[config.mk]
export PLATFORM = sky130hd
export DESIGN_NAME = fetch_top
export DESIGN_NICKNAME = d
export VERILOG_FILES = /design/src/verilog/bpu_pkg.sv /design/src/verilog/fetch_pkg.sv /design/src/verilog/fetch_top.sv /design/src/verilog/wb_fetch_master.sv /design/src/verilog/fetch_predict.sv /design/src/verilog/btb_table.sv /design/src/verilog/pc_register.sv
export SDC_FILE = /design/constraint.sdc
export NUM_CORES = 1
export LEC_CHECK = 0
export ABC_AREA = 0
export BUFFER_PORTS_ARGS = -buffer_cell sky130_fd_sc_hd__buf_2
export CORE_ASPECT_RATIO = 0.7
export CORE_MARGIN = 3
export CORE_UTILIZATION = 30
export DETAILED_ROUTE_END_ITERATION = 7
export HOLD_SLACK_MARGIN = 0.08
export PLACE_DENSITY = 0.57
export SYNTH_ARGS = -nofsm -noshare
export SYNTH_HDL_FRONTEND = slang
export SYNTH_HIERARCHICAL = 1
export SYNTH_SLANG_ARGS = --single-unit
[constraint.sdc]
create_clock -name clk_i -period 29.4 [get_ports clk_i]
set_input_delay 4.41 -clock clk_i [delete_from_list [all_inputs] [get_ports clk_i]]
set_output_delay 4.41 -clock clk_i [all_outputs]
set_load 0.02 [all_outputs]
[src/verilog/bpu_pkg.sv]
// Branch predictor constants used by the BTB, its lookup logic and the PC register
package bpu_pkg;

    // Slot number inside a fetch group
    localparam int SLOT_W = 2;

    // Full group number, so the tag does not depend on the table depth
    localparam int BTB_TAG_W = 28;

    // All four slots enabled
    localparam logic [3:0] FULL_MASK = 4'b1111;

endpackage

[src/verilog/fetch_pkg.sv]
// Address and fetch-group formats shared by every fetch-stage module and the testbench
package fetch_pkg;

    ////////////////////////////////////////
    // Widths

    localparam int ADDR_W      = 32;   // Address and instruction word
    localparam int GROUP_SLOTS = 4;    // Instructions per fetch group
    localparam int GROUP_W     = 128;  // One 16-byte group

    ////////////////////////////////////////
    // Fetch address, seen as a raw word or
    // as group, slot and byte fields

    typedef union packed {
        logic [ADDR_W-1:0] raw;
        struct packed {
            logic [27:0] group;     // 16-byte group number
            logic [1:0]  slot;      // Word within the group
            logic [1:0]  byte_off;  // Always zero for aligned fetch
        } f;
    } fetch_addr_t;

endpackage
[src/verilog/fetch_top.sv]
// Instruction-fetch stage top level; connects PC register, BTB, predictor and Wishbone master
module fetch_top #(
    parameter logic [fetch_pkg::ADDR_W-1:0] RESET_PC    = 32'hbfc00000,
    parameter int                           BTB_INDEX_W = 4
) (
    input  logic                              clk_i,
    input  logic                              rst_n_i,
    // Wishbone instruction memory
    output logic                              wb_cyc_o,
    output logic                              wb_stb_o,
    output logic [fetch_pkg::ADDR_W-1:0]      wb_adr_o,
    input  logic [fetch_pkg::GROUP_W-1:0]     wb_dat_i,
    input  logic                              wb_ack_i,
    // Instruction queue
    input  logic                              stop_fetch_i,
    output logic                              fetch_valid_o,
    output logic [fetch_pkg::ADDR_W-1:0]      fetch_pc_o,
    output logic [fetch_pkg::GROUP_SLOTS-1:0] fetch_en_o,
    output logic [fetch_pkg::GROUP_W-1:0]     fetch_insts_o,
    output logic                              fetch_pred_take_o,
    output logic [fetch_pkg::ADDR_W-1:0]      fetch_pred_dest_o,
    // Branch redirect
    input  logic                              redirect_i,
    input  logic [fetch_pkg::ADDR_W-1:0]      err_pc_i,
    input  logic                              corr_take_i,
    input  logic [fetch_pkg::ADDR_W-1:0]      corr_dest_i
);

    logic [fetch_pkg::ADDR_W-1:0]      fetch_pc;
    logic [fetch_pkg::ADDR_W-1:0]      pred_next_pc;
    logic                              req_fire;
    logic                              btb_we;
    logic                              btb_wvalid;
    logic [BTB_INDEX_W-1:0]            btb_waddr;
    logic [bpu_pkg::BTB_TAG_W-1:0]     btb_wtag;
    logic [bpu_pkg::SLOT_W-1:0]        btb_wslot;
    logic [fetch_pkg::ADDR_W-1:0]      btb_wtarget;
    logic [BTB_INDEX_W-1:0]            btb_raddr;
    logic                              btb_rvalid;
    logic [bpu_pkg::BTB_TAG_W-1:0]     btb_rtag;
    logic [bpu_pkg::SLOT_W-1:0]        btb_rslot;
    logic [fetch_pkg::ADDR_W-1:0]      btb_rtarget;
    logic [fetch_pkg::GROUP_SLOTS-1:0] pred_mask;
    logic                              pred_take;
    logic [fetch_pkg::ADDR_W-1:0]      pred_dest;

    pc_register #(
        .RESET_PC    (RESET_PC),
        .BTB_INDEX_W (BTB_INDEX_W)
    ) u_pc_register (
        .clk_i          (clk_i),
        .rst_n_i        (rst_n_i),
        .req_fire_i     (req_fire),
        .pred_next_pc_i (pred_next_pc),
        .redirect_i     (redirect_i),
        .err_pc_i       (err_pc_i),
        .corr_take_i    (corr_take_i),
        .corr_dest_i    (corr_dest_i),
        .fetch_pc_o     (fetch_pc),
        .btb_we_o       (btb_we),
        .btb_wvalid_o   (btb_wvalid),
        .btb_waddr_o    (btb_waddr),
        .btb_wtag_o     (btb_wtag),
        .btb_wslot_o    (btb_wslot),
        .btb_wtarget_o  (btb_wtarget)
    );

    btb_table #(
        .BTB_INDEX_W (BTB_INDEX_W)
    ) u_btb_table (
        .clk_i     (clk_i),
        .rst_n_i   (rst_n_i),
        .we_i      (btb_we),
        .wvalid_i  (btb_wvalid),
        .waddr_i   (btb_waddr),
        .wtag_i    (btb_wtag),
        .wslot_i   (btb_wslot),
        .wtarget_i (btb_wtarget),
        .raddr_i   (btb_raddr),
        .rvalid_o  (btb_rvalid),
        .rtag_o    (btb_rtag),
        .rslot_o   (btb_rslot),
        .rtarget_o (btb_rtarget)
    );

    fetch_predict #(
        .BTB_INDEX_W (BTB_INDEX_W)
    ) u_fetch_predict (
        .fetch_pc_i     (fetch_pc),
        .rvalid_i       (btb_rvalid),
        .rtag_i         (btb_rtag),
        .rslot_i        (btb_rslot),
        .rtarget_i      (btb_rtarget),
        .raddr_o        (btb_raddr),
        .pred_mask_o    (pred_mask),
        .pred_take_o    (pred_take),
        .pred_dest_o    (pred_dest),
        .pred_next_pc_o (pred_next_pc)
    );

    wb_fetch_master u_wb_fetch_master (
        .clk_i             (clk_i),
        .rst_n_i           (rst_n_i),
        .fetch_pc_i        (fetch_pc),
        .pred_mask_i       (pred_mask),
        .pred_take_i       (pred_take),
        .pred_dest_i       (pred_dest),
        .redirect_i        (redirect_i),
        .stop_fetch_i      (stop_fetch_i),
        .wb_dat_i          (wb_dat_i),
        .wb_ack_i          (wb_ack_i),
        .req_fire_o        (req_fire),
        .wb_cyc_o          (wb_cyc_o),
        .wb_stb_o          (wb_stb_o),
        .wb_adr_o          (wb_adr_o),
        .fetch_valid_o     (fetch_valid_o),
        .fetch_pc_o        (fetch_pc_o),
        .fetch_en_o        (fetch_en_o),
        .fetch_insts_o     (fetch_insts_o),
        .fetch_pred_take_o (fetch_pred_take_o),
        .fetch_pred_dest_o (fetch_pred_dest_o)
    );

endmodule

[src/verilog/wb_fetch_master.sv]
// Wishbone classic read master for fetch groups, with redirect cancel and the queue output register
module wb_fetch_master (
    input  logic                              clk_i,
    input  logic                              rst_n_i,
    input  logic [fetch_pkg::ADDR_W-1:0]      fetch_pc_i,
    input  logic [fetch_pkg::GROUP_SLOTS-1:0] pred_mask_i,
    input  logic                              pred_take_i,
    input  logic [fetch_pkg::ADDR_W-1:0]      pred_dest_i,
    input  logic                              redirect_i,
    input  logic                              stop_fetch_i,
    input  logic [fetch_pkg::GROUP_W-1:0]     wb_dat_i,
    input  logic                              wb_ack_i,
    output logic                              req_fire_o,
    output logic                              wb_cyc_o,
    output logic                              wb_stb_o,
    output logic [fetch_pkg::ADDR_W-1:0]      wb_adr_o,
    output logic                              fetch_valid_o,
    output logic [fetch_pkg::ADDR_W-1:0]      fetch_pc_o,
    output logic [fetch_pkg::GROUP_SLOTS-1:0] fetch_en_o,
    output logic [fetch_pkg::GROUP_W-1:0]     fetch_insts_o,
    output logic                              fetch_pred_take_o,
    output logic [fetch_pkg::ADDR_W-1:0]      fetch_pred_dest_o
);

    logic                              run_q;     // Fetch enabled once out of reset
    logic                              busy_q;
    logic                              cancel_q;
    logic [fetch_pkg::ADDR_W-1:0]      req_pc_q;
    logic [fetch_pkg::GROUP_SLOTS-1:0] req_mask_q;
    logic                              req_take_q;
    logic [fetch_pkg::ADDR_W-1:0]      req_dest_q;
    fetch_pkg::fetch_addr_t            cur_pc;
    fetch_pkg::fetch_addr_t            grp_base;
    logic                              out_free;
    logic                              ack;
    logic                              ack_take;

    ////////////////////////////////////////
    // Bus side

    assign out_free   = !fetch_valid_o || !stop_fetch_i;
    assign req_fire_o = run_q && !busy_q && out_free && !redirect_i;
    assign wb_cyc_o   = busy_q || req_fire_o;
    assign wb_stb_o   = wb_cyc_o;

    // First cycle uses the live PC, later ones the latched copy
    assign cur_pc.raw = busy_q ? req_pc_q : fetch_pc_i;

    always_comb begin
        grp_base            = cur_pc;
        grp_base.f.slot     = '0;
        grp_base.f.byte_off = '0;
    end

    assign wb_adr_o = grp_base.raw;
    assign ack      = wb_cyc_o && wb_ack_i;
    assign ack_take = ack && !cancel_q && !redirect_i;

    always_ff @(posedge clk_i) begin
        if (!rst_n_i) begin
            run_q    <= 1'b0;
            busy_q   <= 1'b0;
            cancel_q <= 1'b0;
        end else begin
            run_q <= 1'b1;
            if (ack) begin
                busy_q   <= 1'b0;
                cancel_q <= 1'b0;
            end else begin
                if (req_fire_o) begin
                    busy_q <= 1'b1;
                end
                if (redirect_i && busy_q) begin
                    cancel_q <= 1'b1;   // Let the cycle finish, drop its data
                end
            end
        end
    end

    always_ff @(posedge clk_i) begin
        if (req_fire_o) begin
            req_pc_q   <= fetch_pc_i;
            req_mask_q <= pred_mask_i;
            req_take_q <= pred_take_i;
            req_dest_q <= pred_dest_i;
        end
    end

    ////////////////////////////////////////
    // Output register towards the queue

    always_ff @(posedge clk_i) begin
        if (!rst_n_i) begin
            fetch_valid_o <= 1'b0;
        end else if (redirect_i) begin
            fetch_valid_o <= 1'b0;
        end else if (ack_take) begin
            fetch_valid_o <= 1'b1;
        end else if (!stop_fetch_i) begin
            fetch_valid_o <= 1'b0;
        end
    end

    always_ff @(posedge clk_i) begin
        if (ack_take) begin
            fetch_pc_o        <= cur_pc.raw;
            fetch_en_o        <= busy_q ? req_mask_q : pred_mask_i;
            fetch_insts_o     <= wb_dat_i;
            fetch_pred_take_o <= busy_q ? req_take_q : pred_take_i;
            fetch_pred_dest_o <= busy_q ? req_dest_q : pred_dest_i;
        end
    end

endmodule

[src/verilog/fetch_predict.sv]
// BTB lookup for the current fetch PC; gives the slot mask, the taken prediction and the next PC
module fetch_predict #(
    parameter int BTB_INDEX_W = 4
) (
    input  logic [fetch_pkg::ADDR_W-1:0]      fetch_pc_i,
    input  logic                              rvalid_i,
    input  logic [bpu_pkg::BTB_TAG_W-1:0]     rtag_i,
    input  logic [bpu_pkg::SLOT_W-1:0]        rslot_i,
    input  logic [fetch_pkg::ADDR_W-1:0]      rtarget_i,
    output logic [BTB_INDEX_W-1:0]            raddr_o,
    output logic [fetch_pkg::GROUP_SLOTS-1:0] pred_mask_o,
    output logic                              pred_take_o,
    output logic [fetch_pkg::ADDR_W-1:0]      pred_dest_o,
    output logic [fetch_pkg::ADDR_W-1:0]      pred_next_pc_o
);

    fetch_pkg::fetch_addr_t                pc;
    fetch_pkg::fetch_addr_t                next_grp;
    logic                                  hit;
    logic [fetch_pkg::GROUP_SLOTS-1:0]     start_mask;
    logic [fetch_pkg::GROUP_SLOTS-1:0]     end_mask;

    assign pc.raw  = fetch_pc_i;
    assign raddr_o = pc.f.group[BTB_INDEX_W-1:0];

    // Branch must sit at or after the fetch slot
    assign hit = rvalid_i && (rtag_i == pc.f.group) && (rslot_i >= pc.f.slot);

    ////////////////////////////////////////
    // Slot mask

    assign start_mask = bpu_pkg::FULL_MASK << pc.f.slot;
    assign end_mask   = hit ? (bpu_pkg::FULL_MASK >> ~rslot_i)  // Shift by 3 - slot
                            : bpu_pkg::FULL_MASK;
    assign pred_mask_o = start_mask & end_mask;

    ////////////////////////////////////////
    // Next PC

    always_comb begin
        next_grp            = pc;
        next_grp.f.group    = pc.f.group + 1'b1;
        next_grp.f.slot     = '0;
        next_grp.f.byte_off = '0;
    end

    assign pred_take_o    = hit;
    assign pred_dest_o    = hit ? rtarget_i : '0;
    assign pred_next_pc_o = hit ? rtarget_i : next_grp.raw;

endmodule

[src/verilog/btb_table.sv]
// Direct-mapped branch target buffer storage, one write port and one combinational read port
module btb_table #(
    parameter int BTB_INDEX_W = 4
) (
    input  logic                          clk_i,
    input  logic                          rst_n_i,
    input  logic                          we_i,
    input  logic                          wvalid_i,
    input  logic [BTB_INDEX_W-1:0]        waddr_i,
    input  logic [bpu_pkg::BTB_TAG_W-1:0] wtag_i,
    input  logic [bpu_pkg::SLOT_W-1:0]    wslot_i,
    input  logic [fetch_pkg::ADDR_W-1:0]  wtarget_i,
    input  logic [BTB_INDEX_W-1:0]        raddr_i,
    output logic                          rvalid_o,
    output logic [bpu_pkg::BTB_TAG_W-1:0] rtag_o,
    output logic [bpu_pkg::SLOT_W-1:0]    rslot_o,
    output logic [fetch_pkg::ADDR_W-1:0]  rtarget_o
);

    localparam int DEPTH = 1 << BTB_INDEX_W;

    logic [DEPTH-1:0]              valid_q;
    logic [bpu_pkg::BTB_TAG_W-1:0] tag_q    [DEPTH];
    logic [bpu_pkg::SLOT_W-1:0]    slot_q   [DEPTH];
    logic [fetch_pkg::ADDR_W-1:0]  target_q [DEPTH];

    always_ff @(posedge clk_i) begin
        if (!rst_n_i) begin
            valid_q <= '0;
        end else if (we_i) begin
            valid_q[waddr_i] <= wvalid_i;
        end
    end

    // Entry contents, meaningful only while valid
    always_ff @(posedge clk_i) begin
        if (we_i) begin
            tag_q[waddr_i]    <= wtag_i;
            slot_q[waddr_i]   <= wslot_i;
            target_q[waddr_i] <= wtarget_i;
        end
    end

    assign rvalid_o  = valid_q[raddr_i];
    assign rtag_o    = tag_q[raddr_i];
    assign rslot_o   = slot_q[raddr_i];
    assign rtarget_o = target_q[raddr_i];

endmodule

[src/verilog/pc_register.sv]
// Fetch PC register; follows the prediction on each request and builds the BTB update on redirect
module pc_register #(
    parameter logic [fetch_pkg::ADDR_W-1:0] RESET_PC    = 32'hbfc00000,
    parameter int                           BTB_INDEX_W = 4
) (
    input  logic                          clk_i,
    input  logic                          rst_n_i,
    input  logic                          req_fire_i,
    input  logic [fetch_pkg::ADDR_W-1:0]  pred_next_pc_i,
    input  logic                          redirect_i,
    input  logic [fetch_pkg::ADDR_W-1:0]  err_pc_i,
    input  logic                          corr_take_i,
    input  logic [fetch_pkg::ADDR_W-1:0]  corr_dest_i,
    output logic [fetch_pkg::ADDR_W-1:0]  fetch_pc_o,
    output logic                          btb_we_o,
    output logic                          btb_wvalid_o,
    output logic [BTB_INDEX_W-1:0]        btb_waddr_o,
    output logic [bpu_pkg::BTB_TAG_W-1:0] btb_wtag_o,
    output logic [bpu_pkg::SLOT_W-1:0]    btb_wslot_o,
    output logic [fetch_pkg::ADDR_W-1:0]  btb_wtarget_o
);

    fetch_pkg::fetch_addr_t        err_addr;
    logic [fetch_pkg::ADDR_W-1:0]  corr_pc;

    assign err_addr.raw = err_pc_i;

    // Not taken resumes at the word after the branch
    assign corr_pc = corr_take_i ? corr_dest_i : err_pc_i + 32'd4;

    always_ff @(posedge clk_i) begin
        if (!rst_n_i) begin
            fetch_pc_o <= RESET_PC;
        end else if (redirect_i) begin
            fetch_pc_o <= corr_pc;
        end else if (req_fire_i) begin
            fetch_pc_o <= pred_next_pc_i;
        end
    end

    ////////////////////////////////////////
    // BTB training, written on the redirect edge

    assign btb_we_o      = redirect_i;
    assign btb_wvalid_o  = corr_take_i;    // Not taken drops the entry
    assign btb_waddr_o   = err_addr.f.group[BTB_INDEX_W-1:0];
    assign btb_wtag_o    = err_addr.f.group;
    assign btb_wslot_o   = err_addr.f.slot;
    assign btb_wtarget_o = corr_dest_i;

endmodule

==> impl_metrics.env <==
export IMPL_path_cells="buf_2, inv_1, a31oi_2, inv_1, buf_2"
export IMPL_path_clk_slew_ns=0.07
export IMPL_initial_utilization_pct=30.5
export IMPL_end_kind="primary output"
export IMPL_setup_worst_path_start_class="input port"
export IMPL_ys_flop_type="edfxtp_1"
export IMPL_synthDistinctLibCells=64
export IMPL_finalClockSkew_ns=0.0398
export IMPL_async_reset_ff_share_pct=0
export IMPL_reg2reg_setup_slack_ns=22.63
export IMPL_syn_inst=2555
export IMPL_power_leakage_nw=19.5
export IMPL_grt_pass1_vias=26600
export IMPL_final_layout_size_suffix_gt1_share_pct=35.3
export IMPL_clock_latency_ns=0.77
export IMPL_cp_required_ns=24.99
export IMPL_slew_violations=0
export IMPL_dp_cells=5046
export IMPL_synth_area_um2=51800
export IMPL_cts_setup_buffers=0
export IMPL_grt_pass1_wl_um=194000
export IMPL_numCtsBuffers=131
export IMPL_tns_ns=0
export IMPL_die_y_um=354
export IMPL_final_hold_violation_count=0
export IMPL_cts_tree="done"
export IMPL_ys_ff_latch=1310
export IMPL_relSlewSlack_pct=12.0
export IMPL_cp_endpoint="wb_cyc_o"
export IMPL_drt_wl_total_um=136000
export IMPL_via_per_inst=4.98
export IMPL_synth_edf_count=1258
export IMPL_vias=26300
export IMPL_multiInputGateArea_um2=11500
export IMPL_finalCriticalPeriod_ns=9.78
export IMPL_ys_warn_count=6
export IMPL_nets=3141
export IMPL_regArea_um2=38800
export IMPL_drtPass1Iterations=5
export IMPL_grt_setup_unrepaired="no"
export IMPL_layout_cells_non_filler=5290
export IMPL_worstSetupPathType="in2out"
export IMPL_clock_sinks=1310
export IMPL_drt_iter0_markers=2626
export IMPL_final_common_cell="edfxtp_1"
export IMPL_clock_path_buffers=3
export IMPL_cp_num_cells=5
export IMPL_cp_max_fo=15
export IMPL_peakVddDrop_v=0.0000583
export IMPL_syn_area_per_cell_um2=20.3
export IMPL_crit_arrival_ns=5.37
export IMPL_grt_ovfl_total=0
export IMPL_worstMarginPinSlew_ns=1.31
export IMPL_crit_buf_inv=4
export IMPL_finalCritPeriodShare_pct=33.3
export IMPL_reg2reg_from="u_pc_register/fetch_pc_o[4]$_SDFFE_PN0P_"
export IMPL_syn_to_final_growth_pct=16.2
export IMPL_critPathTopFamily="buffers and inverters"
export IMPL_holdWs_ns=0.486
export IMPL_critPathLaunch="redirect_i"
export IMPL_n_fill_cell=15800
export IMPL_grt_usage_pct=15.1
export IMPL_ant_nets=0
export IMPL_coreArea_um2=170000
export IMPL_antenna_found_initial=23
export IMPL_num_rows=126
export IMPL_gp_congestion=0.770
export IMPL_wl_per_cell_um=25.8
export IMPL_final_cell_mix="1258 x edfxtp_1, 425 x buf_2, 252 x mux4_2"
export IMPL_h_tree_depth=4
export IMPL_grt_start_max_net_pins=112
export IMPL_die_width_um=503
export IMPL_cts_root_buffer="clkbuf_16"
export IMPL_ios=430
export IMPL_cts_resized=0
export IMPL_cap_violations=0
export IMPL_cts_hold_buf=0
export IMPL_finalSetupViolCount=0
export IMPL_crit_path_top_delay_cell="buf_2"
export IMPL_numPortBuffers=425
export IMPL_ys_seq_area_share_pct=74.9
export IMPL_power_mw=4.13
export IMPL_ff2ff_path_depth=14
export IMPL_outcome="finished clean"
export IMPL_die_area_um2=178000
export IMPL_rr_endpoint="u_pc_register/fetch_pc_o[18]$_SDFFE_PN0P_"
export IMPL_critPathMaxStageDelay_ns=0.31
export IMPL_hpwl_um=80100
export IMPL_fmax_mhz=102
export IMPL_min_path_type="reg2reg"
export IMPL_power_density_nw_per_um2=68.6
export IMPL_drc_errors=0
==> state kept, by name, summed over array words and instances (netlist names), 4 cells and up <==
register,cells
u_wb_fetch_master/fetch_insts_o,128
u_wb_fetch_master/req_mask_q,4
u_wb_fetch_master/req_pc_q,32
u_btb_table/slot_q,32
u_btb_table/valid_q,16
u_wb_fetch_master/req_dest_q,32
u_btb_table/target_q,512
u_btb_table/tag_q,448
u_wb_fetch_master/fetch_pred_dest_o,32
u_wb_fetch_master/fetch_pc_o,32
u_wb_fetch_master/fetch_en_o,4
u_pc_register/fetch_pc_o,32
==> synthesized netlist by cell type, drive strengths merged (35+ instances only) <==
master	count	area, um2
xnor2	62	543
mux2	110	1530
a22oi	127	953
dfxtp	52	1040
nand2	89	334
edfxtp	1258	37800
nand3	40	213
nor2	38	143
clkbuf	50	193
buf	186	1390
and2	35	219
mux4	252	5680
==> worst reg2reg max path: stages, from the launching register on <==
cell and delay (ns):
dfxtp_4 0.67, buf_12 0.61, buf_4 1.02, mux4_2 0.60, a22oi_1 0.19, nand2_1 0.09
xnor2_1 0.72, nand4_1 0.33, nor4_1 0.33, and4_4 0.24, buf_4 0.81, mux2_4 0.40
mux2_2 0.26, o221ai_1 0.32, a21oi_1 0.07
==> per-stage QoR <==
stage | setup slack, ns | instance area (um2) | util (%)
floorplan | 16.55 | 51800 | -
global placement | 19.62 | 55800 | 32.8
detailed placement | 19.61 | 55800 | 32.8
CTS | 19.61 | 60200 | 35.4
global route | 19.54 | 60200 | 35.4
finish | 19.62 | 60200 | 35.4
==> area by class of cell <==
class | instances | share of cell area [%]
Tap cell | 2240 | 4.65
Antenna cell | 4 | 0.0166
Multi-Input combinational cell | 996 | 19.2
Inverter | 16 | 0.0997
Timing Repair Buffer | 484 | 4.33
Clock buffer | 175 | 6.01
Clock inverter | 65 | 1.24
Sequential cell | 1310 | 64.5
==> worst min path at each step <==
stage	from	endpoint	slack [ns]	cells after the start
floorplan	u_pc_register/fetch_pc_o[0]$_SDFFE_PN0P_	u_wb_fetch_master/req_pc_q[0]$_DFFE_PP_	0.42	0
global placement	u_btb_table/valid_q[1]$_SDFFE_PN0P_	u_btb_table/valid_q[1]$_SDFFE_PN0P_	0.46	2
detailed placement	u_btb_table/valid_q[6]$_SDFFE_PN0P_	u_btb_table/valid_q[6]$_SDFFE_PN0P_	0.47	2
CTS	u_btb_table/valid_q[6]$_SDFFE_PN0P_	u_btb_table/valid_q[6]$_SDFFE_PN0P_	0.48	2
global route	u_btb_table/valid_q[6]$_SDFFE_PN0P_	u_btb_table/valid_q[6]$_SDFFE_PN0P_	0.51	2
finish	u_btb_table/valid_q[14]$_SDFFE_PN0P_	u_btb_table/valid_q[14]$_SDFFE_PN0P_	0.49	2
==> power breakdown <==
part	internal, mW	switching, mW
clock	0.987	0.721
sequential	2.09	0.0199
combinational	0.121	0.191
total	3.20	0.931
==> kinds of logic after synthesis <==
group                      after synthesis  share of synthesized area, %
DFF                                   1310                          74.9
buffers and inverters                  252                          3.16
xor gates and xnor gates                79                          1.34
adders and majority gates                4                        0.0966
other                                    1                       0.00724
AOI/OAI and AO/OA                      246                          3.41
and+or+nand+nor                        292                          3.02
muxes                                  371                          14.1
==> metal layers <==
metal	wire length [um]	global-route usage [%]	share of wire, %	up-vias
met2	63400	23.2	46	1007
met4	3240	4.21	2.4	8
met1	58300	20.9	43	14000
met5	57	0	0.042	-
met3	11400	4.06	8.4	220
li1	-	-	-	11100
(Power assumes the default switching activity.)
